<file path="config.mk">
export PLATFORM = sky130hd
export DESIGN_NAME = axi_uart_top
export DESIGN_NICKNAME = d
export VERILOG_FILES = /design/src/common/axi_lite_pkg.sv /design/src/common/uart_regs_pkg.sv /design/src/hdl/byte_fifo.sv /design/src/hdl/axi_read_port.sv /design/src/hdl/axi_write_port.sv /design/src/uart_serial/uart_tx.sv /design/src/uart_serial/uart_rx.sv /design/src/hdl/axi_uart_top.sv
export SDC_FILE = /design/constraint.sdc
export NUM_CORES = 1
export LEC_CHECK = 0
export ABC_AREA = 1
export BUFFER_PORTS_ARGS = -buffer_cell sky130_fd_sc_hd__buf_2
export CAP_MARGIN = 20
export CORE_UTILIZATION = 45
export DETAILED_ROUTE_END_ITERATION = 10
export SYNTH_ARGS = -nofsm -noshare
export SYNTH_HDL_FRONTEND = slang
export SYNTH_HIERARCHICAL = 1
export SYNTH_SLANG_ARGS = --single-unit
</file>
<file path="constraint.sdc">
create_clock -name axi_aclk_i -period 2.9 [get_ports axi_aclk_i]
set_input_delay 0.145 -clock axi_aclk_i [delete_from_list [all_inputs] [get_ports axi_aclk_i]]
set_output_delay 0.145 -clock axi_aclk_i [all_outputs]
set_load 0.05 [all_outputs]
</file>
<file path="src/common/axi_lite_pkg.sv">
package axi_lite_pkg;

  localparam int AXI_ADDR_W = 5;
  localparam int AXI_DATA_W = 32;
  localparam int AXI_ID_W   = 4;
  localparam int AXI_STRB_W = AXI_DATA_W / 8;
  localparam int AXI_LSB    = 2;                // byte offset bits dropped on decode

  localparam logic [1:0] RESP_OKAY = 2'b00;

  typedef struct packed {
    logic [AXI_ID_W-1:0]   id;
    logic [AXI_ADDR_W-1:0] addr;
  } axi_ar_t;

  typedef struct packed {
    logic [AXI_ID_W-1:0]   id;
    logic [AXI_ADDR_W-1:0] addr;
  } axi_aw_t;

  typedef struct packed {
    logic [AXI_DATA_W-1:0] data;
    logic [AXI_STRB_W-1:0] strb;
  } axi_w_t;

  typedef struct packed {
    logic [AXI_ID_W-1:0]   id;
    logic [AXI_DATA_W-1:0] data;
    logic [1:0]            resp;
  } axi_r_t;

  typedef struct packed {
    logic [AXI_ID_W-1:0] id;
    logic [1:0]          resp;
  } axi_b_t;

endpackage

</file>
<file path="src/common/uart_regs_pkg.sv">
package uart_regs_pkg;

  // word indices, address bits [4:2]
  localparam logic [2:0] REG_DATA = 3'd0;   // rbr on read, thr on write
  localparam logic [2:0] REG_IER  = 3'd1;
  localparam logic [2:0] REG_LCR  = 3'd3;
  localparam logic [2:0] REG_LSR  = 3'd5;
  localparam logic [2:0] REG_DIV  = 3'd7;   // baud divisor, dlab only

  localparam int LCR_DLAB = 7;

  localparam int LSR_DR   = 0;
  localparam int LSR_THRE = 5;              // tx fifo not full
  localparam int LSR_TEMT = 6;              // tx fifo and shifter empty

  localparam logic [7:0] LSR_RESET = 8'h60;

  localparam int DIV_W = 16;

  typedef logic [7:0] uart_byte_t;

  typedef struct packed {
    logic full;
    logic empty;
  } fifo_status_t;

endpackage

</file>
<file path="src/hdl/byte_fifo.sv">
`timescale 1ns/1ns

module byte_fifo #(
  parameter int unsigned DEPTH = 16
) (
  input  logic                       axi_aclk_i,
  input  logic                       axi_aresetn_i,
  input  logic                       push_i,
  input  uart_regs_pkg::uart_byte_t  data_i,
  input  logic                       pull_i,
  output uart_regs_pkg::uart_byte_t  data_o,
  output uart_regs_pkg::fifo_status_t status_o
);
  import uart_regs_pkg::*;

  localparam int PTR_W = (DEPTH > 1) ? $clog2(DEPTH) : 1;
  localparam int CNT_W = $clog2(DEPTH + 1);

  uart_byte_t       mem [DEPTH];
  logic [PTR_W-1:0] wr_ptr, rd_ptr;
  logic [CNT_W-1:0] count;
  logic             do_push, do_pull;

  assign status_o.empty = (count == '0);
  assign status_o.full  = (count == CNT_W'(DEPTH));
  assign do_push = push_i & ~status_o.full;   // dropped when full
  assign do_pull = pull_i & ~status_o.empty;
  assign data_o  = mem[rd_ptr];               // head shown without a pull

  always_ff @(posedge axi_aclk_i) begin
    if (do_push) mem[wr_ptr] <= data_i;
  end

  always_ff @(posedge axi_aclk_i or negedge axi_aresetn_i) begin
    if (!axi_aresetn_i) begin
      wr_ptr <= '0;
      rd_ptr <= '0;
      count  <= '0;
    end else begin
      if (do_push) wr_ptr <= (wr_ptr == PTR_W'(DEPTH - 1)) ? '0 : wr_ptr + 1'b1;
      if (do_pull) rd_ptr <= (rd_ptr == PTR_W'(DEPTH - 1)) ? '0 : rd_ptr + 1'b1;
      case ({do_push, do_pull})
        2'b10:   count <= count + 1'b1;
        2'b01:   count <= count - 1'b1;
        default: count <= count;
      endcase
    end
  end

  // the consumer must check status before pulling
  a_no_pull_empty: assert property (@(posedge axi_aclk_i) disable iff (!axi_aresetn_i)
    pull_i |-> !status_o.empty);

  a_count_bound: assert property (@(posedge axi_aclk_i) disable iff (!axi_aresetn_i)
    count <= CNT_W'(DEPTH));

endmodule

</file>
<file path="src/hdl/axi_read_port.sv">
`timescale 1ns/1ns

module axi_read_port (
  input  logic                        axi_aclk_i,
  input  logic                        axi_aresetn_i,
  input  axi_lite_pkg::axi_ar_t       ar_i,
  input  logic                        ar_valid_i,
  output logic                        ar_ready_o,
  output axi_lite_pkg::axi_r_t        r_o,
  output logic                        r_valid_o,
  input  logic                        r_ready_i,
  input  uart_regs_pkg::uart_byte_t   rx_head_i,
  input  uart_regs_pkg::fifo_status_t rx_status_i,
  output logic                        rx_pull_o,
  input  uart_regs_pkg::fifo_status_t tx_status_i,
  input  logic                        tx_busy_i,
  input  logic                        dlab_i,
  input  logic                        irq_en_i,
  output logic                        read_irq_o
);
  import axi_lite_pkg::*;
  import uart_regs_pkg::*;

  typedef enum logic [1:0] {RD_INIT, RD_IDLE, RD_RESP} rd_state_e;

  rd_state_e             state_q;
  logic                  ar_hs;
  logic [2:0]            ar_idx;
  logic [AXI_DATA_W-1:0] rdata;
  logic [AXI_ID_W-1:0]   rid_q;
  logic [AXI_DATA_W-1:0] rdata_q;
  logic [7:0]            lsr_q;

  assign ar_ready_o = (state_q == RD_IDLE);
  assign r_valid_o  = (state_q == RD_RESP);
  assign ar_hs      = ar_ready_o & ar_valid_i;
  assign ar_idx     = ar_i.addr[AXI_ADDR_W-1:AXI_LSB];

  // pop on the acceptance edge, head is captured the same edge
  assign rx_pull_o = ar_hs & (ar_idx == REG_DATA) & ~dlab_i & ~rx_status_i.empty;

  always_comb begin
    rdata = '0;
    case (ar_idx)
      REG_DATA: if (!dlab_i && !rx_status_i.empty) rdata = {{(AXI_DATA_W-8){1'b0}}, rx_head_i};
      REG_LSR:  rdata = {{(AXI_DATA_W-8){1'b0}}, lsr_q};
      default:  rdata = '0;                  // unmapped reads as zero
    endcase
  end

  always_ff @(posedge axi_aclk_i or negedge axi_aresetn_i) begin
    if (!axi_aresetn_i) begin
      state_q <= RD_INIT;
    end else begin
      case (state_q)
        RD_INIT: state_q <= RD_IDLE;         // ready one clock after reset
        RD_IDLE: if (ar_hs) state_q <= RD_RESP;
        RD_RESP: if (r_ready_i) state_q <= RD_IDLE;
        default: state_q <= RD_INIT;
      endcase
    end
  end

  always_ff @(posedge axi_aclk_i) begin
    if (ar_hs) begin
      rid_q   <= ar_i.id;
      rdata_q <= rdata;
    end
  end

  assign r_o.id   = rid_q;
  assign r_o.data = rdata_q;
  assign r_o.resp = RESP_OKAY;

  always_ff @(posedge axi_aclk_i or negedge axi_aresetn_i) begin
    if (!axi_aresetn_i) begin
      lsr_q      <= LSR_RESET;
      read_irq_o <= 1'b0;
    end else begin
      lsr_q           <= '0;
      lsr_q[LSR_DR]   <= ~rx_status_i.empty;
      lsr_q[LSR_THRE] <= ~tx_status_i.full;
      lsr_q[LSR_TEMT] <= tx_status_i.empty & ~tx_busy_i;
      read_irq_o      <= ~rx_status_i.empty & irq_en_i;   // level irq
    end
  end

  a_r_stable: assert property (@(posedge axi_aclk_i) disable iff (!axi_aresetn_i)
    r_valid_o && !r_ready_i |=> r_valid_o && $stable(r_o));

endmodule

</file>
<file path="src/hdl/axi_write_port.sv">
`timescale 1ns/1ns

module axi_write_port #(
  parameter int unsigned DIV_RESET = 434
) (
  input  logic                                  axi_aclk_i,
  input  logic                                  axi_aresetn_i,
  input  axi_lite_pkg::axi_aw_t                 aw_i,
  input  logic                                  aw_valid_i,
  output logic                                  aw_ready_o,
  input  axi_lite_pkg::axi_w_t                  w_i,
  input  logic                                  w_valid_i,
  output logic                                  w_ready_o,
  output axi_lite_pkg::axi_b_t                  b_o,
  output logic                                  b_valid_o,
  input  logic                                  b_ready_i,
  output logic                                  tx_push_o,
  output uart_regs_pkg::uart_byte_t             tx_byte_o,
  output logic                                  dlab_o,
  output logic                                  irq_en_o,
  output logic [uart_regs_pkg::DIV_W-1:0]       divisor_o
);
  import axi_lite_pkg::*;
  import uart_regs_pkg::*;

  typedef enum logic {WR_IDLE, WR_RESP} wr_state_e;

  wr_state_e           state_q;
  logic                ready_q;
  logic                wr_hs;
  logic [2:0]          aw_idx;
  logic [AXI_ID_W-1:0] bid_q;
  logic                dlab_q;
  logic                irq_en_q;
  logic [DIV_W-1:0]    divisor_q;

  assign aw_ready_o = ready_q;
  assign w_ready_o  = ready_q;
  assign b_valid_o  = (state_q == WR_RESP);
  assign wr_hs      = ready_q & aw_valid_i & w_valid_i;   // aw and w taken together
  assign aw_idx     = aw_i.addr[AXI_ADDR_W-1:AXI_LSB];

  // thr write, a full fifo drops the byte itself
  assign tx_push_o = wr_hs & (aw_idx == REG_DATA) & ~dlab_q;
  assign tx_byte_o = w_i.data[7:0];

  always_ff @(posedge axi_aclk_i or negedge axi_aresetn_i) begin
    if (!axi_aresetn_i) begin
      state_q <= WR_IDLE;
      ready_q <= 1'b0;
    end else begin
      case (state_q)
        WR_IDLE: begin
          if (wr_hs) begin
            state_q <= WR_RESP;
            ready_q <= 1'b0;
          end else begin
            ready_q <= 1'b1;                 // also the first clock after reset
          end
        end
        WR_RESP: begin
          if (b_ready_i) begin
            state_q <= WR_IDLE;
            ready_q <= 1'b1;
          end
        end
        default: state_q <= WR_IDLE;
      endcase
    end
  end

  always_ff @(posedge axi_aclk_i or negedge axi_aresetn_i) begin
    if (!axi_aresetn_i) begin
      dlab_q    <= 1'b0;
      irq_en_q  <= 1'b0;
      divisor_q <= DIV_W'(DIV_RESET);
    end else if (wr_hs) begin
      case (aw_idx)
        REG_IER: irq_en_q <= w_i.data[0];
        REG_LCR: dlab_q   <= w_i.data[LCR_DLAB];
        REG_DIV: if (dlab_q) divisor_q <= w_i.data[DIV_W-1:0];
        default: ;                           // thr handled by push, rest ignored
      endcase
    end
  end

  always_ff @(posedge axi_aclk_i) begin
    if (wr_hs) bid_q <= aw_i.id;
  end

  assign b_o.id    = bid_q;
  assign b_o.resp  = RESP_OKAY;
  assign dlab_o    = dlab_q;
  assign irq_en_o  = irq_en_q;
  assign divisor_o = divisor_q;

  a_b_hold: assert property (@(posedge axi_aclk_i) disable iff (!axi_aresetn_i)
    b_valid_o && !b_ready_i |=> b_valid_o && $stable(b_o));

endmodule

</file>
<file path="src/uart_serial/uart_tx.sv">
`timescale 1ns/1ns

module uart_tx (
  input  logic                            axi_aclk_i,
  input  logic                            axi_aresetn_i,
  input  logic [uart_regs_pkg::DIV_W-1:0] divisor_i,
  input  uart_regs_pkg::uart_byte_t       tx_data_i,
  input  uart_regs_pkg::fifo_status_t     tx_status_i,
  output logic                            tx_pull_o,
  output logic                            tx_busy_o,
  output logic                            uart_tx_o
);
  import uart_regs_pkg::*;

  typedef enum logic {TX_IDLE, TX_SHIFT} tx_state_e;

  tx_state_e        state_q;
  logic [DIV_W-1:0] baud_cnt;
  logic [3:0]       bit_cnt;                 // 0 start, 1..8 data, 9 stop
  logic [8:0]       frame_q;                 // stop bit on top, data below
  logic             line_q;
  logic             bit_end;

  assign tx_busy_o = (state_q == TX_SHIFT);
  assign tx_pull_o = (state_q == TX_IDLE) & ~tx_status_i.empty;
  assign bit_end   = tx_busy_o & (baud_cnt == divisor_i - 1'b1);
  assign uart_tx_o = line_q;

  always_ff @(posedge axi_aclk_i or negedge axi_aresetn_i) begin
    if (!axi_aresetn_i) begin
      state_q  <= TX_IDLE;
      baud_cnt <= '0;
      bit_cnt  <= '0;
      line_q   <= 1'b1;                      // line idles high
    end else begin
      case (state_q)
        TX_IDLE: begin
          if (tx_pull_o) begin
            state_q  <= TX_SHIFT;
            baud_cnt <= '0;
            bit_cnt  <= '0;
            line_q   <= 1'b0;                // start bit
          end
        end
        TX_SHIFT: begin
          if (bit_end) begin
            baud_cnt <= '0;
            if (bit_cnt == 4'd9) begin
              state_q <= TX_IDLE;
            end else begin
              bit_cnt <= bit_cnt + 1'b1;
              line_q  <= frame_q[0];         // lsb first
            end
          end else begin
            baud_cnt <= baud_cnt + 1'b1;
          end
        end
        default: state_q <= TX_IDLE;
      endcase
    end
  end

  always_ff @(posedge axi_aclk_i) begin
    if (tx_pull_o) frame_q <= {1'b1, tx_data_i};
    else if (bit_end) frame_q <= {1'b1, frame_q[8:1]};
  end

endmodule

</file>
<file path="src/uart_serial/uart_rx.sv">
`timescale 1ns/1ns

module uart_rx (
  input  logic                            axi_aclk_i,
  input  logic                            axi_aresetn_i,
  input  logic [uart_regs_pkg::DIV_W-1:0] divisor_i,
  input  logic                            uart_rx_i,
  output logic                            rx_push_o,
  output uart_regs_pkg::uart_byte_t       rx_data_o
);
  import uart_regs_pkg::*;

  typedef enum logic [1:0] {RX_IDLE, RX_START, RX_DATA, RX_STOP} rx_state_e;

  rx_state_e        state_q;
  logic             rx_meta, rx_sync, rx_prev;
  logic [DIV_W-1:0] baud_cnt;
  logic [2:0]       bit_cnt;
  uart_byte_t       shift_q;
  logic             half_tick, full_tick;

  assign half_tick = (baud_cnt == {1'b0, divisor_i[DIV_W-1:1]});
  assign full_tick = (baud_cnt == divisor_i - 1'b1);
  assign rx_push_o = (state_q == RX_STOP) & full_tick;   // middle of stop bit
  assign rx_data_o = shift_q;

  // two-flop synchronizer plus one stage for edge detect
  always_ff @(posedge axi_aclk_i or negedge axi_aresetn_i) begin
    if (!axi_aresetn_i) begin
      rx_meta <= 1'b1;
      rx_sync <= 1'b1;
      rx_prev <= 1'b1;
    end else begin
      rx_meta <= uart_rx_i;
      rx_sync <= rx_meta;
      rx_prev <= rx_sync;
    end
  end

  always_ff @(posedge axi_aclk_i or negedge axi_aresetn_i) begin
    if (!axi_aresetn_i) begin
      state_q  <= RX_IDLE;
      baud_cnt <= '0;
      bit_cnt  <= '0;
    end else begin
      case (state_q)
        RX_IDLE: begin
          baud_cnt <= '0;
          if (rx_prev && !rx_sync) state_q <= RX_START;   // falling edge
        end
        RX_START: begin
          if (half_tick) begin
            baud_cnt <= '0;
            bit_cnt  <= '0;
            state_q  <= rx_sync ? RX_IDLE : RX_DATA;      // high here is a glitch
          end else begin
            baud_cnt <= baud_cnt + 1'b1;
          end
        end
        RX_DATA: begin
          if (full_tick) begin
            baud_cnt <= '0;
            bit_cnt  <= bit_cnt + 1'b1;
            if (bit_cnt == 3'd7) state_q <= RX_STOP;
          end else begin
            baud_cnt <= baud_cnt + 1'b1;
          end
        end
        RX_STOP: begin
          if (full_tick) begin
            baud_cnt <= '0;
            state_q  <= RX_IDLE;             // byte kept even if stop is low
          end else begin
            baud_cnt <= baud_cnt + 1'b1;
          end
        end
        default: state_q <= RX_IDLE;
      endcase
    end
  end

  always_ff @(posedge axi_aclk_i) begin
    if ((state_q == RX_DATA) && full_tick) shift_q <= {rx_sync, shift_q[7:1]};
  end

endmodule

</file>
<file path="src/hdl/axi_uart_top.sv">
`timescale 1ns/1ns

module axi_uart_top #(
  parameter int unsigned FIFO_DEPTH = 16,
  parameter int unsigned DIV_RESET  = 434
) (
  input  logic                  axi_aclk_i,
  input  logic                  axi_aresetn_i,
  input  axi_lite_pkg::axi_ar_t ar_i,
  input  logic                  ar_valid_i,
  output logic                  ar_ready_o,
  output axi_lite_pkg::axi_r_t  r_o,
  output logic                  r_valid_o,
  input  logic                  r_ready_i,
  input  axi_lite_pkg::axi_aw_t aw_i,
  input  logic                  aw_valid_i,
  output logic                  aw_ready_o,
  input  axi_lite_pkg::axi_w_t  w_i,
  input  logic                  w_valid_i,
  output logic                  w_ready_o,
  output axi_lite_pkg::axi_b_t  b_o,
  output logic                  b_valid_o,
  input  logic                  b_ready_i,
  input  logic                  uart_rx_i,
  output logic                  uart_tx_o,
  output logic                  read_irq_o
);
  import uart_regs_pkg::*;

  logic             tx_push, tx_pull, tx_busy;
  uart_byte_t       tx_byte, tx_head;
  fifo_status_t     tx_status;
  logic             rx_push, rx_pull;
  uart_byte_t       rx_byte, rx_head;
  fifo_status_t     rx_status;
  logic             dlab, irq_en;
  logic [DIV_W-1:0] divisor;

  axi_read_port u_read_port (
    .axi_aclk_i, .axi_aresetn_i,
    .ar_i, .ar_valid_i, .ar_ready_o,
    .r_o, .r_valid_o, .r_ready_i,
    .rx_head_i   (rx_head),
    .rx_status_i (rx_status),
    .rx_pull_o   (rx_pull),
    .tx_status_i (tx_status),
    .tx_busy_i   (tx_busy),
    .dlab_i      (dlab),
    .irq_en_i    (irq_en),
    .read_irq_o
  );

  axi_write_port #(.DIV_RESET(DIV_RESET)) u_write_port (
    .axi_aclk_i, .axi_aresetn_i,
    .aw_i, .aw_valid_i, .aw_ready_o,
    .w_i, .w_valid_i, .w_ready_o,
    .b_o, .b_valid_o, .b_ready_i,
    .tx_push_o (tx_push),
    .tx_byte_o (tx_byte),
    .dlab_o    (dlab),
    .irq_en_o  (irq_en),
    .divisor_o (divisor)
  );

  byte_fifo #(.DEPTH(FIFO_DEPTH)) u_tx_fifo (
    .axi_aclk_i, .axi_aresetn_i,
    .push_i (tx_push), .data_i (tx_byte),
    .pull_i (tx_pull), .data_o (tx_head),
    .status_o (tx_status)
  );

  byte_fifo #(.DEPTH(FIFO_DEPTH)) u_rx_fifo (
    .axi_aclk_i, .axi_aresetn_i,
    .push_i (rx_push), .data_i (rx_byte),
    .pull_i (rx_pull), .data_o (rx_head),
    .status_o (rx_status)
  );

  uart_tx u_uart_tx (
    .axi_aclk_i, .axi_aresetn_i,
    .divisor_i   (divisor),
    .tx_data_i   (tx_head),
    .tx_status_i (tx_status),
    .tx_pull_o   (tx_pull),
    .tx_busy_o   (tx_busy),
    .uart_tx_o
  );

  uart_rx u_uart_rx (
    .axi_aclk_i, .axi_aresetn_i,
    .divisor_i (divisor),
    .uart_rx_i,
    .rx_push_o (rx_push),
    .rx_data_o (rx_byte)
  );

endmodule

</file>
# After elaboration in Yosys (flattened, before gate mapping)
# Memory sizes are Yosys's and may differ from the RTL's.
# Index checks and enable logic that the tools add are counted.
dict set report word_totals {
  regBits 154
  mem_bits_rw 256
  memories 2
}
# memory words width read_ports rd_ports_with_merged_regs wr line_no
set mem_list {}
lappend mem_list {u_rx_fifo.mem 16 8 1 0 1 byte_fifo.sv:19} ;# uart_byte_t mem [DEPTH];
lappend mem_list {u_tx_fifo.mem 16 8 1 0 1 byte_fifo.sv:19}
dict set report classes {
  n_addsub 13
  n_eq_ne 35
  mux 51
  bitwise 24
  reduce_logical 24
}
# op count
set op_table {}
lappend op_table {{$mux W16} 4}
lappend op_table {{$pmux W16 S3} 1}
lappend op_table {{$add A16 B1 Y16 const B} 2}
lappend op_table {{$eq A16 B16 Y1} 2}
lappend op_table {{$pmux W16 S2} 1}
lappend op_table {{$mux W4} 7}
lappend op_table {{$mux W8} 3}
lappend op_table {{$add A4 B1 Y4 const B} 5}
lappend op_table {{$eq A4 B4 Y1 const B} 5}
lappend op_table {{$pmux W5 S2} 2}
lappend op_table {{$and A1 B1 Y1} 17}
lappend op_table {{$eq A16 B15 Y1} 1}
lappend op_table {{$mux W2} 8}
lappend op_table {{$pmux W8 S2} 1}
lappend op_table {{$sub A16 B1 Y16 const B} 1}
lappend op_table {{$mux W1} 14}
lappend op_table {{$ne A2 B1 Y1 const B} 7}
lappend op_table {{$add A5 B1 Y5 const B} 2}
lappend op_table {{$eq A2 B2 Y1 const B} 5}
lappend op_table {{$eq A5 B5 Y1 const B} 2}
lappend op_table {{$logic_not A5 Y1} 2}
lappend op_table {{$sub A5 B1 Y5 const B} 2}
lappend op_table {{$eq A3 B3 Y1 const B} 3}
lappend op_table {{$reduce_and A3 Y1} 3}
lappend op_table {{other kinds (20)} 47}

# Depth between registers and ports, before layout
# Gate-level depths: netlist of the first run.
dict set report logic_depth {
  depth_word 8
  depth_mapped 22
  ltp_nobuf 22
}

# Hierarchy
# The synthesis of the first run kept the hierarchy.
# module n_inst cells_each area_per_inst_um2
set modules_own_cells {}
lappend modules_own_cells {byte_fifo 2 671 6456.2}
lappend modules_own_cells {uart_rx 1 403 2622.5}
lappend modules_own_cells {uart_tx 1 305 2272.2}
lappend modules_own_cells {axi_write_port 1 117 1091.0}
lappend modules_own_cells {axi_read_port 1 96 930.9}

# Worst setup path after synthesis of the first run
# No wires, ideal clock.
dict set report synth_path {
  path_kind {register to register}
  start {reg u_write_port.divisor_q[1] (netlist: u_write_port/divisor_o[1])}
  end {reg u_rx_fifo.count[4]}
  t_arrival_ns 2.861
  slack_ns -0.077
  path_stages_with_launch 20
  n_path_buf 0
  period_less_slack_ns 2.977
  path_cell_list {dfstp_2 -> inv_1 -> ha_1 -> nand2_4 -> nor2_2 -> nand3b_1 -> xor2_1 -> nand3_1 -> nor2_1 -> nand2_1 -> nor3_1 -> nand2_2 -> ha_1 -> fa_1 -> nand2_1 -> nand2_1 -> nand3_1 -> nand2_1 -> nand2_1 -> nand2_1}
}
dict set report synth_between {
  elab_chain_cells 6
}
# element line_no
set synth_lines {}
lappend synth_lines {{from (decl)} axi_write_port.sv:35} ;# logic [DIV_W-1:0] divisor_q;
lappend synth_lines {{from (signal assigned)} axi_write_port.sv:76} ;# divisor_q <= DIV_W'(DIV_RESET);
lappend synth_lines {{from (signal assigned)} axi_write_port.sv:81} ;# REG_DIV: if (dlab_q) divisor_q <= w_i.data[DIV_W-1:0];
lappend synth_lines {{$sub A16 B1 Y16 (*)} uart_rx.sv:23} ;# assign full_tick = (baud_cnt == divisor_i - 1'b1);
lappend synth_lines {{$eq A16 B16 Y1 (*)} uart_rx.sv:23}
lappend synth_lines {{$and A1 B1 Y1 (*)} uart_rx.sv:24} ;# assign rx_push_o = (state_q == RX_STOP) & full_tick;
lappend synth_lines {{via rx_push} axi_uart_top.sv:33} ;# logic rx_push, rx_pull;
lappend synth_lines {{$and A1 B1 Y1 (*)} byte_fifo.sv:26} ;# assign do_push = push_i & ~status_o.full;
lappend synth_lines {{$eq A2 B1 Y1 / $eq A2 B2 Y1 (equally long branches)} byte_fifo.sv:42} ;# case ({do_push, do_pull})
lappend synth_lines {{$pmux W5 S2 / $reduce_bool A2 Y1 (equally long branches)} n/a}
lappend synth_lines {{to (signal assigned)} byte_fifo.sv:43} ;# 2'b10: count <= count + 1'b1;
lappend synth_lines {{to (signal assigned)} byte_fifo.sv:44} ;# 2'b01: count <= count - 1'b1;
lappend synth_lines {{to (signal assigned)} byte_fifo.sv:45} ;# default: count <= count;
lappend synth_lines {{to (decl)} byte_fifo.sv:21} ;# logic [CNT_W-1:0] count;
# Mark *: on every way through the listed nets, which the timed path passes. The rest lies on a longest branch.
# A chain may end at the register's enable or synchronous reset.

# Worst setup path in the final report of the first run
dict set report layout_path {
  start {reg u_write_port.divisor_q[2] (netlist: u_write_port/divisor_o[2])}
  end {reg u_rx_fifo.count[4]}
}
# Same word-level chain as after synthesis.

==> impl_summary.txt, run 1 <==
----------------------------------------------------
[Final layout]
  Finished layout cell area ... 23300 um2
  Non-filler instance count after layout ... 3052
  Antenna diodes ... 0
  Area growth from synthesis to final layout ... 17.4%
  Nets ... 2524
  Count of fill cells added during filler insertion ... 3956
  Footprint of the multi-input gates ... 7010 um2
  Post-route core utilization ... 53.8%
  Reg area ... 11100 um2
  Fraction of layout cells with a size suffix above 1 ... 14.5%

[CTS]
  Max clock buf depth ... 3
  Buffer type at the clock tree root ... sky130_fd_sc_hd__clkbuf_16
  Maximum level of the CTS H-tree ... 2
  Number of clock sinks ... 386
  Clock tree from TritonCTS ... yes
  Clock latency on the worst-skew pair ... 0.57 ns
  Clock input transition at the sequential cells of the worst setup and hold paths ... 0.06 ns
  Number of buffers added by the clock tree synthesis step ... 43

[STA]
  Pin slew with the least headroom to its limit ... 0.994 ns
  Final critical path time including I/O delays and setup ... 2.92 ns
  Worst relative slew slack ... 33.7%
  Number of failing hold endpoints at the final stage ... 0
  Max Slew Vio Count ... 0
  Setup Skew ... 0.0179 ns
  Least setup slack across all paths after layout ... -0.0195 ns
  Share of the cycle needed by the critical path after routing ... 101%
  Fmax ... 0.343 GHz
  Final count of negative-setup-slack endpoints ... 1
  Summed negative setup slack over all endpoints ... -0.0195 ns
  Unrepaired setup endpoints after global routing ... yes

[Run]
  Max Cap Viol ... 0

[Status]
  Result of the run ... finished with violations
  Violations in the final reports ... setup timing

[Power]
  Overall power ... 16.3 mW
  Share of power burned in registers ... 39.6%
  Clock network fraction of total power ... 33.2%
  Comb power frac ... 27.2%
  Worst VDD drop ... 447 uV
  Power Dens Cells ... 699 nW/um2
  Switching power share of the total ... 32.8%
  Internal Pwr Total ... 10.9 mW
  Leak Pwr ... 10.8 nW
  Switching Power ... 5.34 mW

[Detailed routing]
  DRT antenna net count ... 0
  Number of design rule violations left after detail routing ... 0
  Via count of the routed design ... 14700
  Number of DRC violations after detailed-routing iteration 0 ... 1023
  Vias/cell ... 4.82
  Detailed Routing Iterations Pass 1 ... 5
  WL/cell ... 15.0 um
  Routed wire length ... 45900 um

[Global route]
  Number of antenna violations at the first check in global routing ... 0
  GRT Util Overall ... 21.1%
  Maximum number of pins on one net before global-route repair ... 74
  Remaining Overflow, GRT ... 0
  Via count of the first global-routing pass ... 14200
  First-pass GRT wire length ... 73700 um

[Setup path]
  Kind of capture point of the worst setup path ... register
  CP startpoint kind ... register
  Slowest cell on the critical path ... sky130_fd_sc_hd__dfrtp_2
  Worst path max stage delay ... 0.46 ns
  Critical path data arrival time ... 3.42 ns
  Start-to-end type of the worst setup path ... reg -> reg
  Data required, critical path ... 3.40 ns
  Top fanout value on the critical path ... 6
  Worst path most repeated cell ... sky130_fd_sc_hd__nand2_1
  Cells along the critical path ... nor2_4, nand2_4, nor2_4, nand2_1, nand2_2, nand2_2, a21oi_2, nand3_1, nor2_1, nand2_1, nor3_2, nand2_2, ha_4, fa_2, nand2_2, nand2_2, nand2_1, nand2b_1, nand2_1, nand2_1, nand2_1

[Floorplanning]
  Die Area ... 44900 um2
  Core Box Area ... 43300 um2
  Site row count ... 76
  Chip Width ... 212 um
  Height of the die ... 212 um
  Effective utilization at floorplan ... 45.8%
  I/O pins ... 113

[Placed design]
  Global placer's final weighted congestion ... 0.893
  DP Area ... 21200 um2
  HPWL after detailed placement ... 30400 um
  Instance count after placement with tap cells included ... 2937
  Number of port buffers ... 60

[Yosys]
  Count of synthesis-stage warnings from yosys ... 6
  Synthesized area per cell ... 8.76 um2
  Syn Std Cell Area ... 19800 um2
  Cell count after synthesis ... 2262

[Hold path]
  Classification of the worst-slack hold path ... in -> reg

----------------------------------------------------
## critical path, delay by kind of cell (launching register included)
kind            cells  cell delay, ns
compound gates      1            0.10
fa+ha+maj           2            0.57
flops               1            0.46
simple gates       18            1.71
## layer usage
| metal | up-vias | wire length [um] | GRT usage [%] |
|---|---|---|---|
| li1 | 7437 | - | - |
| met1 | 6855 | 21300 | 29.1 |
| met2 | 364 | 21400 | 34.7 |
| met3 | 59 | 2220 | 2.80 |
| met4 | 0 | 993 | 6.40 |
| met5 | - | 0 | 0 |
## power groups by stage
stage | combinational (mW) | sequential (mW) | clock, mW
2_1_floorplan | 2.96 | 6.66 | 0
3_3_place_gp | 4.18 | 6.52 | 0
3_5_place_dp | 4.24 | 6.53 | 0
4_1_cts | 4.32 | 6.43 | 5.53
5_1_grt | 4.99 | 6.47 | 5.74
6_report | 4.41 | 6.44 | 5.40
## state kept, by name (all words and copies together) (netlist names), 4 cells and up, named ones only
signal	cells
u_uart_rx/baud_cnt	16
u_write_port/divisor_o	16
u_uart_tx/bit_cnt	4
u_uart_tx/baud_cnt	16
u_read_port/rdata_q	8
u_tx_fifo/wr_ptr	4
u_write_port/bid_q	4
u_tx_fifo/rd_ptr	4
u_rx_fifo/rd_ptr	4
u_read_port/rid_q	4
u_rx_fifo/wr_ptr	4
u_uart_rx/rx_data_o	8
u_rx_fifo/mem	128
u_rx_fifo/count	5
u_uart_tx/frame_q	8
u_tx_fifo/count	5
u_tx_fifo/mem	128
## what timing repair did
action,in CTS,in global routing
buffers inserted,0,5
endpoints found under the hold margin,89,0
resized for setup,11,80
setup endpoints to repair,122,124
hold buffers,32,0
pin swaps,2,16
## cells in the final DEF, fill, tap and decap left out, types with 12 or more instances in the layout
| cell type | instances |
|---|---|
| sky130_fd_sc_hd__nand2_1 | 714 |
| sky130_fd_sc_hd__inv_1 | 366 |
| sky130_fd_sc_hd__edfxtp_1 | 288 |
| sky130_fd_sc_hd__nand3_1 | 243 |
| sky130_fd_sc_hd__nor2_1 | 127 |
| sky130_fd_sc_hd__buf_4 | 85 |
| sky130_fd_sc_hd__dfrtp_1 | 84 |
| sky130_fd_sc_hd__buf_2 | 59 |
| sky130_fd_sc_hd__clkbuf_16 | 45 |
| sky130_fd_sc_hd__xor2_1 | 35 |
| sky130_fd_sc_hd__dlygate4sd3_1 | 32 |
| sky130_fd_sc_hd__nand4_1 | 29 |
| sky130_fd_sc_hd__conb_1 | 28 |
| sky130_fd_sc_hd__xnor2_1 | 27 |
| sky130_fd_sc_hd__inv_2 | 23 |
| sky130_fd_sc_hd__ha_1 | 22 |
| sky130_fd_sc_hd__o21ai_0 | 21 |
| sky130_fd_sc_hd__nor2_2 | 20 |
| sky130_fd_sc_hd__a21oi_1 | 19 |
| sky130_fd_sc_hd__nor2_4 | 18 |
| sky130_fd_sc_hd__buf_6 | 17 |
| sky130_fd_sc_hd__nand2_2 | 13 |
| sky130_fd_sc_hd__nor3_1 | 12 |
| sky130_fd_sc_hd__o22ai_1 | 12 |
## path summary, 6_finish.rpt
path                       depth (start not counted)                        end  slack (ns)                      start
max                                               21         u_rx_fifo/count[4]       -0.02  u_write_port/divisor_o[2]
min                                                3  u_write_port/divisor_o[5]        0.04                     w_i[9]
max reg2reg                                       21         u_rx_fifo/count[4]       -0.02  u_write_port/divisor_o[2]
min reg2reg                                        0          u_uart_rx/rx_sync        0.36          u_uart_rx/rx_meta
max in group asynchronous                          3        u_uart_tx/uart_tx_o        1.81              axi_aresetn_i
min in group asynchronous                          2     u_read_port/read_irq_o        0.29              axi_aresetn_i
## cell type report
cell class,instances,area share [%]
inverter,390,6.34
tap,585,3.14
clock inverter,23,0.903
clock buffer,55,5.09
timing repair buffer,198,6.62
multi-input combinational,1415,30.1
sequential,386,47.8
## through the flow
stage / setup slack (ns) / hold WS, ns
detailed placement: -0.139 / 0.267
floorplan: 0.00201 / -0.151
CTS: 0.00509 / 0.0226
global placement: -0.0950 / 0.266
global route: -0.292 / 0.0429
finish: -0.0195 / 0.0415
Power figures use the tool's default switching activity.
==> inputs of run 2 (changes only) <==
--- a/config.mk
+++ b/config.mk
@@ -12,5 +12,4 @@
 export DETAILED_ROUTE_END_ITERATION = 10
 export SYNTH_ARGS = -nofsm -noshare
 export SYNTH_HDL_FRONTEND = slang
-export SYNTH_HIERARCHICAL = 1
 export SYNTH_SLANG_ARGS = --single-unit
==> impl_summary.txt, run 2 <==
----------------------------------------------------
[Status]
  Result of the run ... finished with violations
  Violations in the final reports ... setup timing

[CTS]
  Clock input transition at the sequential cells of the worst setup and hold paths ... 0.06 ns (about the same)
  Maximum level of the CTS H-tree ... 2 (unchanged)
  Clock latency on the worst-skew pair ... 0.55 ns (-0.02 ns)
  Buffer type at the clock tree root ... sky130_fd_sc_hd__clkbuf_16
  Number of buffers added by the clock tree synthesis step ... 41 (-4.7%)
  Clock tree from TritonCTS ... yes
  Max clock buf depth ... 3 (unchanged)
  Number of clock sinks ... 386 (unchanged)

[Detailed routing]
  Via count of the routed design ... 12600 (-14%)
  Vias/cell ... 5.24 (+8.7%)
  Number of DRC violations after detailed-routing iteration 0 ... 967 (-5.5%)
  Routed wire length ... 41600 um (-9.3%)
  Detailed Routing Iterations Pass 1 ... 5 (unchanged)
  WL/cell ... 17.3 um (+15%)
  Number of design rule violations left after detail routing ... 0 (unchanged)
  DRT antenna net count ... 0 (unchanged)

[STA]
  Max Slew Vio Count ... 0 (unchanged)
  Unrepaired setup endpoints after global routing ... yes
  Number of failing hold endpoints at the final stage ... 0 (unchanged)
  Share of the cycle needed by the critical path after routing ... 105% (+4.8 points)
  Setup Skew ... 0.0120 ns (-0.00590 ns)
  Final critical path time including I/O delays and setup ... 3.06 ns (+0.139 ns)
  Summed negative setup slack over all endpoints ... -0.158 ns (-0.139 ns)
  Worst relative slew slack ... 47.0% (+13 points)
  Fmax ... 0.327 GHz (-4.5%)
  Least setup slack across all paths after layout ... -0.158 ns (-0.139 ns)
  Pin slew with the least headroom to its limit ... 0.794 ns (-0.200 ns)
  Final count of negative-setup-slack endpoints ... 1 (unchanged)
  Smallest hold slack ... 0.0196 ns (-0.0219 ns)

[Yosys]
  Number of enable flip-flop cells after synthesis ... 288
  Library cell occupying the most area in the post-synthesis netlist ... sky130_fd_sc_hd__edfxtp_1
  Synthesized area per cell ... 10.7 um2 (+22%)
  Main area contributors after synthesis ... sky130_fd_sc_hd__edfxtp_1, sky130_fd_sc_hd__dfrtp_1, sky130_fd_sc_hd__nor2_1
  Synth top cells by count ... sky130_fd_sc_hd__edfxtp_1, sky130_fd_sc_hd__nor2_1, sky130_fd_sc_hd__nand2_1, sky130_fd_sc_hd__o21ai_0, sky130_fd_sc_hd__inv_1
  Count of synthesis-stage warnings from yosys ... 0 (-6)
  Sequential element share of the synthesized area ... 63.4%
  Cell with the most instances after synthesis ... sky130_fd_sc_hd__edfxtp_1
  Proportion of netlist area held by the largest area contributor ... 49.4%
  Top FF cell, synth ... sky130_fd_sc_hd__edfxtp_1
  Syn Std Cell Area ... 17500 um2 (-12%)
  Library cells used by synthesis ... 48
  Proportion of register bits with asynchronous set or reset after synthesis ... 25.4%
  Cell count after synthesis ... 1642 (-27%)
  Post-synthesis sequential element count ... 386

[Placed design]
  Post-place setup slack ... -0.244 ns (-0.105 ns)
  DP Area ... 19200 um2 (-9.0%)
  Instance count after placement with tap cells included ... 2298 (-22%)
  Number of port buffers ... 60 (unchanged)
  HPWL after detailed placement ... 28000 um (-8.1%)
  Global placer's final weighted congestion ... 0.854 (-4.4%)

[Setup path]
  Cells on worst reg2reg path ... 18 (-14%)
  Start-to-end type of the worst setup path ... reg -> reg
  Critical path data arrival time ... 3.49 ns (+0.07 ns)
  Top fanout value on the critical path ... 6 (unchanged)
  Data required, critical path ... 3.33 ns (-0.07 ns)
  Worst path max stage delay ... 0.57 ns (+0.11 ns)
  Kind of capture point of the worst setup path ... register
  CP startpoint kind ... register
  Cell type group with the largest total delay on the critical path ... adder cells
  Critical Path Sink ... u_rx_fifo.count[4]
  Buffers and inverters on the worst path ... 2 (+2)
  Worst flop-to-flop path endpoint ... u_rx_fifo.count[4]
  Slowest cell on the critical path ... sky130_fd_sc_hd__dfstp_2
  Worst reg2reg setup slack ... -0.16 ns (-0.14 ns)
  Reg2reg start ... u_write_port.divisor_o[1]
  Setup crit start ... u_write_port.divisor_o[1]
  Cells along the critical path ... inv_2, ha_4, nand2_8, nor2_1, nand2_1, nand3_1, a21oi_2, nand3_2, nor2_4, nand3b_4, ha_4, fa_2, a21o_1, a21oi_1, inv_1, a21oi_2, o21ai_1, xor2_1
  Number of cells on the critical path ... 18 (-14%)

[Final layout]
  Post-route core utilization ... 55.5% (+1.7 points)
  Biggest registers after layout ... u_rx_fifo.mem (128), u_tx_fifo.mem (128)
  Non-filler instance count after layout ... 2408 (-21%)
  Area growth from synthesis to final layout ... 20.5%
  Nets ... 1957 (-22%)
  Antenna diodes ... 0 (unchanged)
  Finished layout cell area ... 21100 um2 (-9.3%)
  Most common library cell in the layout ignoring fill and taps ... sky130_fd_sc_hd__edfxtp_1
  Fraction of layout cells with a size suffix above 1 ... 19.3% (+4.9 points)
  Commonest non-fill, non-tap cells in the layout ... sky130_fd_sc_hd__edfxtp_1, sky130_fd_sc_hd__nor2_1, sky130_fd_sc_hd__nand2_1

[Power]
  Power Dens Cells ... 691 nW/um2 (-1.0%)
  Overall power ... 14.6 mW (-10%)
  Worst VDD drop ... 511 uV (+14%)
  Leak Pwr ... 8.24 nW (-23%)

[Global route]
  Number of antenna violations at the first check in global routing ... 1 (+1)
  Via count of the first global-routing pass ... 12300 (-13%)
  Remaining Overflow, GRT ... 0 (unchanged)
  GRT Util Overall ... 21.6% (+0.45 points)
  First-pass GRT wire length ... 65800 um (-11%)
  Maximum number of pins on one net before global-route repair ... 56 (-24%)

[Floorplanning]
  Site row count ... 71 (-6.6%)
  Chip Width ... 199 um (-5.9%)
  Die Area ... 39700 um2 (-12%)
  I/O pins ... 113 (unchanged)
  Effective utilization at floorplan ... 46.1% (+0.26 points)
  Core Box Area ... 38000 um2 (-12%)
  Height of the die ... 199 um (-5.9%)

[Hold path]
  Classification of the worst-slack hold path ... in -> reg

[Run]
  Max Cap Viol ... 0 (unchanged)

----------------------------------------------------
## run 2: changes by cell type in the layout (fill, tap and decap cells not counted), moves of 16 or more
cell                       previous run  this run
sky130_fd_sc_hd__o32ai_1              0        20
sky130_fd_sc_hd__nand2_1            714       224
sky130_fd_sc_hd__o22ai_1             12        32
sky130_fd_sc_hd__nor2_1             127       252
sky130_fd_sc_hd__o21ai_0             21       122
sky130_fd_sc_hd__buf_6               17         1
sky130_fd_sc_hd__xnor2_1             27         9
sky130_fd_sc_hd__inv_1              366       120
sky130_fd_sc_hd__nand3_1            243       100
sky130_fd_sc_hd__o221ai_1             0        24
sky130_fd_sc_hd__buf_4               85       157
sky130_fd_sc_hd__inv_2               23         4
## run 2: repair_timing
action / 4_1_cts / 5_1_grt
resized for setup: 27 / 23
hold buffers: 28 / 0
endpoints found under the setup margin: 2 / 19
pin swaps: 9 / 15
hold endpoints to repair: 89 / 0
setup buffers: 5 / 5
## run 2: how the worst min path moves through the flow
stage                              from                   endpoint  slack (ns)  cells past startpoint
after floorplan           axi_aresetn_i                  async pin       -0.15                      0
after global placement    axi_aresetn_i     u_uart_tx.baud_cnt[15]        0.25                      1
after detailed placement  axi_aresetn_i     u_uart_tx.baud_cnt[15]        0.25                      1
after CTS                        w_i[8]  u_write_port.divisor_o[4]       0.004                      3
after global routing             w_i[4]        u_tx_fifo.mem[1][0]       0.009                      1
final                            w_i[8]  u_write_port.divisor_o[4]        0.02                      3
## run 2: layout make-up
type	count	area [um2]
Tap cell	511	639
Sequential cell	386	11100
Inverter	128	483
Timing Repair Buffer	246	1790
Fill cell	3298	16900
Clock buffer	51	1090
Clock inverter	21	216
Multi-Input combinational cell	1065	5770
## run 2: layer usage
metal / share of wire [%] / wire length, um / vias up / GRT usage (%)
li1: - / - / 6146 / -
met1: 45 / 18900 / 6080 / 29.9
met2: 47 / 19400 / 327 / 34.6
met3: 5.5 / 2270 / 66 / 4.07
met4: 2.3 / 967 / 2 / 6.18
met5: 0.15 / 62 / - / 0
## run 2: logic make-up (layout without fill, tap and decap cells)
group	after synthesis	count (layout)	synth area share, %
AOI/OAI and AO/OA	262	262	9.09
xor gates and xnor gates	43	43	2.15
adders and majority gates	27	27	2.01
buffers and inverters	218	446	5.46
DFF	386	386	63.4
muxes	13	13	0.750
other	1	28	0.0214
and+or+nand+nor	692	692	17.1
## run 2: where the power goes
group	internal, mW	total, mW	switching (mW)
logic	1.10	2.92	1.82
registers	6.19	6.53	0.344
clock network	3.03	5.14	2.10
total	10.3	14.6	4.27
## run 2: worst reg2reg max path: stages (launching register included)
cell and delay [ns]:
sky130_fd_sc_hd__dfstp_2 0.57, sky130_fd_sc_hd__inv_2 0.06, sky130_fd_sc_hd__ha_4 0.20, sky130_fd_sc_hd__nand2_8 0.12
sky130_fd_sc_hd__nor2_1 0.05, sky130_fd_sc_hd__nand2_1 0.08, sky130_fd_sc_hd__nand3_1 0.11, sky130_fd_sc_hd__a21oi_2 0.16
sky130_fd_sc_hd__nand3_2 0.09, sky130_fd_sc_hd__nor2_4 0.17, sky130_fd_sc_hd__nand3b_4 0.11, sky130_fd_sc_hd__ha_4 0.18
sky130_fd_sc_hd__fa_2 0.34, sky130_fd_sc_hd__a21o_1 0.19, sky130_fd_sc_hd__a21oi_1 0.11, sky130_fd_sc_hd__inv_1 0.07
sky130_fd_sc_hd__a21oi_2 0.11, sky130_fd_sc_hd__o21ai_1 0.08, sky130_fd_sc_hd__xor2_1 0.14
==> inputs of run 3 (changes only) <==
==> constraint.sdc (replaced) <==
create_clock -name axi_aclk_i -period 3.65 [get_ports axi_aclk_i]
set_input_delay 0.1825 -clock axi_aclk_i [delete_from_list [all_inputs] [get_ports axi_aclk_i]]
set_output_delay 0.1825 -clock axi_aclk_i [all_outputs]
set_load 0.05 [all_outputs]
==> impl_summary.txt, run 3 (same netlist as run 2, synthesis figures left out) <==
----------------------------------------------------
[STA]
  Worst relative slew slack ... 40.1% (-7.0 points)
  Max Slew Vio Count ... 0 (unchanged)
  Unrepaired setup endpoints after global routing ... no
  Setup Skew ... 0.0265 ns (+0.0145 ns)
  Summed negative setup slack over all endpoints ... 0 ns (+0.158 ns)
  Share of the cycle needed by the critical path after routing ... 93.7% (-12 points)
  Fmax ... 0.292 GHz (-11%)
  Pin slew with the least headroom to its limit ... 0.899 ns (+0.104 ns)
  Final critical path time including I/O delays and setup ... 3.42 ns (+0.363 ns)
  Number of failing hold endpoints at the final stage ... 0 (unchanged)
  Final count of negative-setup-slack endpoints ... 0 (-1)

[Setup path]
  Data required, critical path ... 4.09 ns (+0.76 ns)
  Slowest cell on the critical path ... sky130_fd_sc_hd__dfstp_2
  Buffers and inverters on the worst path ... 3 (+1)
  Cells along the critical path ... inv_1, ha_4, nand2_4, inv_1, nand2_1, nand2_1, nand2_1, nand4_1, nor2_1, nand2_1, nor2_4, nand3b_4, ha_1, fa_1, a21o_1, a21oi_1, inv_1, a21oi_1, o21ai_0, xor2_1
  Cells on worst reg2reg path ... 20 (+2)
  Kind of capture point of the worst setup path ... register
  Worst flop-to-flop path endpoint ... u_rx_fifo.count[4]
  Cell type group with the largest total delay on the critical path ... simple AND/OR/NAND/NOR gates
  Worst path most repeated cell ... sky130_fd_sc_hd__nand2_1
  CP startpoint kind ... register
  Worst reg2reg setup slack ... 0.23 ns (+0.39 ns)
  Critical path data arrival time ... 3.86 ns (+0.37 ns)
  Start-to-end type of the worst setup path ... reg -> reg
  Top fanout value on the critical path ... 6 (unchanged)
  Reg2reg start ... u_write_port.divisor_o[1]
  Worst path max stage delay ... 0.55 ns (-0.02 ns)

[Final layout]
  Area growth from synthesis to final layout ... 13.7%
  Commonest non-fill, non-tap cells in the layout ... sky130_fd_sc_hd__edfxtp_1, sky130_fd_sc_hd__nor2_1, sky130_fd_sc_hd__nand2_1
  Biggest registers after layout ... u_rx_fifo.mem (128), u_tx_fifo.mem (128)
  Fraction of layout cells with a size suffix above 1 ... 11.2% (-8.1 points)
  Post-route core utilization ... 52.4% (-3.1 points)
  Nets ... 1826 (-6.7%)
  Non-filler instance count after layout ... 2281 (-5.3%)
  Most common library cell in the layout ignoring fill and taps ... sky130_fd_sc_hd__edfxtp_1
  Antenna diodes ... 0 (unchanged)

[CTS]
  Number of clock sinks ... 386 (unchanged)
  Maximum level of the CTS H-tree ... 2 (unchanged)
  Buffer type at the clock tree root ... sky130_fd_sc_hd__clkbuf_16
  Clock input transition at the sequential cells of the worst setup and hold paths ... 0.06 ns (about the same)
  Clock tree from TritonCTS ... yes
  Max clock buf depth ... 3 (unchanged)
  Clock latency on the worst-skew pair ... 0.59 ns (+0.04 ns)
  Number of buffers added by the clock tree synthesis step ... 42 (+2.4%)
  Post-CTS setup repair buffer count ... 0 (-5)

[Status]
  Result of the run ... completed

[Run]
  Max Cap Viol ... 0 (unchanged)

[Placed design]
  Global placer's final weighted congestion ... 0.860 (+0.66%)
  HPWL after detailed placement ... 26800 um (-4.2%)
  Instance count after placement with tap cells included ... 2180 (-5.1%)
  Number of port buffers ... 60 (unchanged)

[Detailed routing]
  DRT antenna net count ... 0 (unchanged)
  Detailed Routing Iterations Pass 1 ... 5 (unchanged)
  Via count of the routed design ... 12100 (-4.3%)
  WL/cell ... 18.0 um (+3.9%)
  Number of design rule violations left after detail routing ... 0 (unchanged)
  Routed wire length ... 41000 um (-1.6%)
  Vias/cell ... 5.30 (+1.1%)
  Number of DRC violations after detailed-routing iteration 0 ... 820 (-15%)

[Floorplanning]
  Die Area ... 39700 um2 (unchanged)
  Height of the die ... 199 um (unchanged)
  Effective utilization at floorplan ... 46.1% (unchanged)
  Chip Width ... 199 um (unchanged)
  Core Box Area ... 38000 um2 (unchanged)
  I/O pins ... 113 (unchanged)
  Site row count ... 71 (unchanged)

[Hold path]
  Cells on Worst Hold Path ... 3 (unchanged)
  Worst Hold Path EP ... u_write_port.divisor_o[4]
  Start point of the worst min-delay path ... w_i[8]
  Classification of the worst-slack hold path ... in -> reg

[Global route]
  Via count of the first global-routing pass ... 11700 (-5.0%)
  Remaining Overflow, GRT ... 0 (unchanged)
  Number of antenna violations at the first check in global routing ... 0 (-1)
  Maximum number of pins on one net before global-route repair ... 67 (+20%)
  First-pass GRT wire length ... 64600 um (-1.9%)
  GRT Util Overall ... 21.4% (-0.15 points)

[Power]
  Power Dens Cells ... 567 nW/um2 (-18%)
  Leak Pwr ... 7.61 nW (-7.7%)
  Overall power ... 11.3 mW (-23%)
  Worst VDD drop ... 366 uV (-28%)

----------------------------------------------------
run 3: cell count changes in the layout (fill, tap and decap cells not counted), sizes merged:
cell	before	now
buf	218	90
bufinv	4	2
clkbuf	51	59
clkinv	15	16
clkinvlp	1	0
dlygate4sd3	28	24
inv	129	128
run 3: how the worst max path moves through the flow:
| stage | from | end | slack [ns] | depth (start not counted) |
|---|---|---|---|---|
| after floorplan | u_write_port.divisor_o[1] | u_rx_fifo.count[4] | 0.31 | 21 |
| after global placement | u_write_port.divisor_o[1] | u_rx_fifo.count[4] | 0.17 | 20 |
| after detailed placement | u_write_port.divisor_o[1] | u_rx_fifo.count[4] | 0.12 | 20 |
| after CTS | u_write_port.divisor_o[1] | u_rx_fifo.count[4] | 0.11 | 20 |
| after global routing | u_write_port.divisor_o[1] | u_rx_fifo.count[4] | 0.008 | 20 |
| final | u_write_port.divisor_o[1] | u_rx_fifo.count[4] | 0.23 | 20 |
run 3: worst register-to-register path, stage by stage (launching register included):
cell and delay [ns]:
sky130_fd_sc_hd__dfstp_2 0.55, sky130_fd_sc_hd__inv_1 0.09, sky130_fd_sc_hd__ha_4 0.19, sky130_fd_sc_hd__nand2_4 0.12, sky130_fd_sc_hd__inv_1 0.07, sky130_fd_sc_hd__nand2_1 0.10, sky130_fd_sc_hd__nand2_1 0.09, sky130_fd_sc_hd__nand2_1 0.09
sky130_fd_sc_hd__nand4_1 0.09, sky130_fd_sc_hd__nor2_1 0.12, sky130_fd_sc_hd__nand2_1 0.10, sky130_fd_sc_hd__nor2_4 0.16, sky130_fd_sc_hd__nand3b_4 0.09, sky130_fd_sc_hd__ha_1 0.27, sky130_fd_sc_hd__fa_1 0.42, sky130_fd_sc_hd__a21o_1 0.20
sky130_fd_sc_hd__a21oi_1 0.11, sky130_fd_sc_hd__inv_1 0.06, sky130_fd_sc_hd__a21oi_1 0.11, sky130_fd_sc_hd__o21ai_0 0.11, sky130_fd_sc_hd__xor2_1 0.16
run 3: final cells by class:
type / count / area [um2]
tap: 511 / 639
clock inverter: 18 / 181
fill: 3422 / 18100
multi-input combinational: 1065 / 5570
inverter: 128 / 480
sequential: 386 / 11100
timing repair buffer: 114 / 781
clock buffer: 59 / 1140
run 3: routing by layer:
layer | track usage [%] | vias up | routed length, um
met5 | 0 | - | 0
met4 | 8.66 | 0 | 1250
met3 | 2.97 | 69 | 2020
met2 | 33.6 | 316 | 18900
met1 | 30.1 | 5822 | 18800
li1 | - | 5876 | -
run 3: power breakdown:
part           switching, mW  leakage [nW]  internal, mW  total, mW
logic                   1.35          3.16         0.627       1.98
clock network           1.74         0.649          2.35       4.10
registers              0.296          3.79          4.92       5.21
run 3: per-stage QoR:
step                      worst slack [ns]  area [um2]  hold slack [ns]
after CTS                            0.115       19900          0.00970
after detailed placement             0.123       18300            0.275
after floorplan                      0.311       17600           -0.113
final                                0.229       19900           0.0390
after global routing               0.00842       19900           0.0339
after global placement               0.167       18300            0.276
run 3: timing repair:
item                                    in CTS  in global routing
resized for setup                            0                  3
endpoints found under the hold margin       65                  0
hold buffers                                24                  0
endpoints found under the setup margin       0                  1
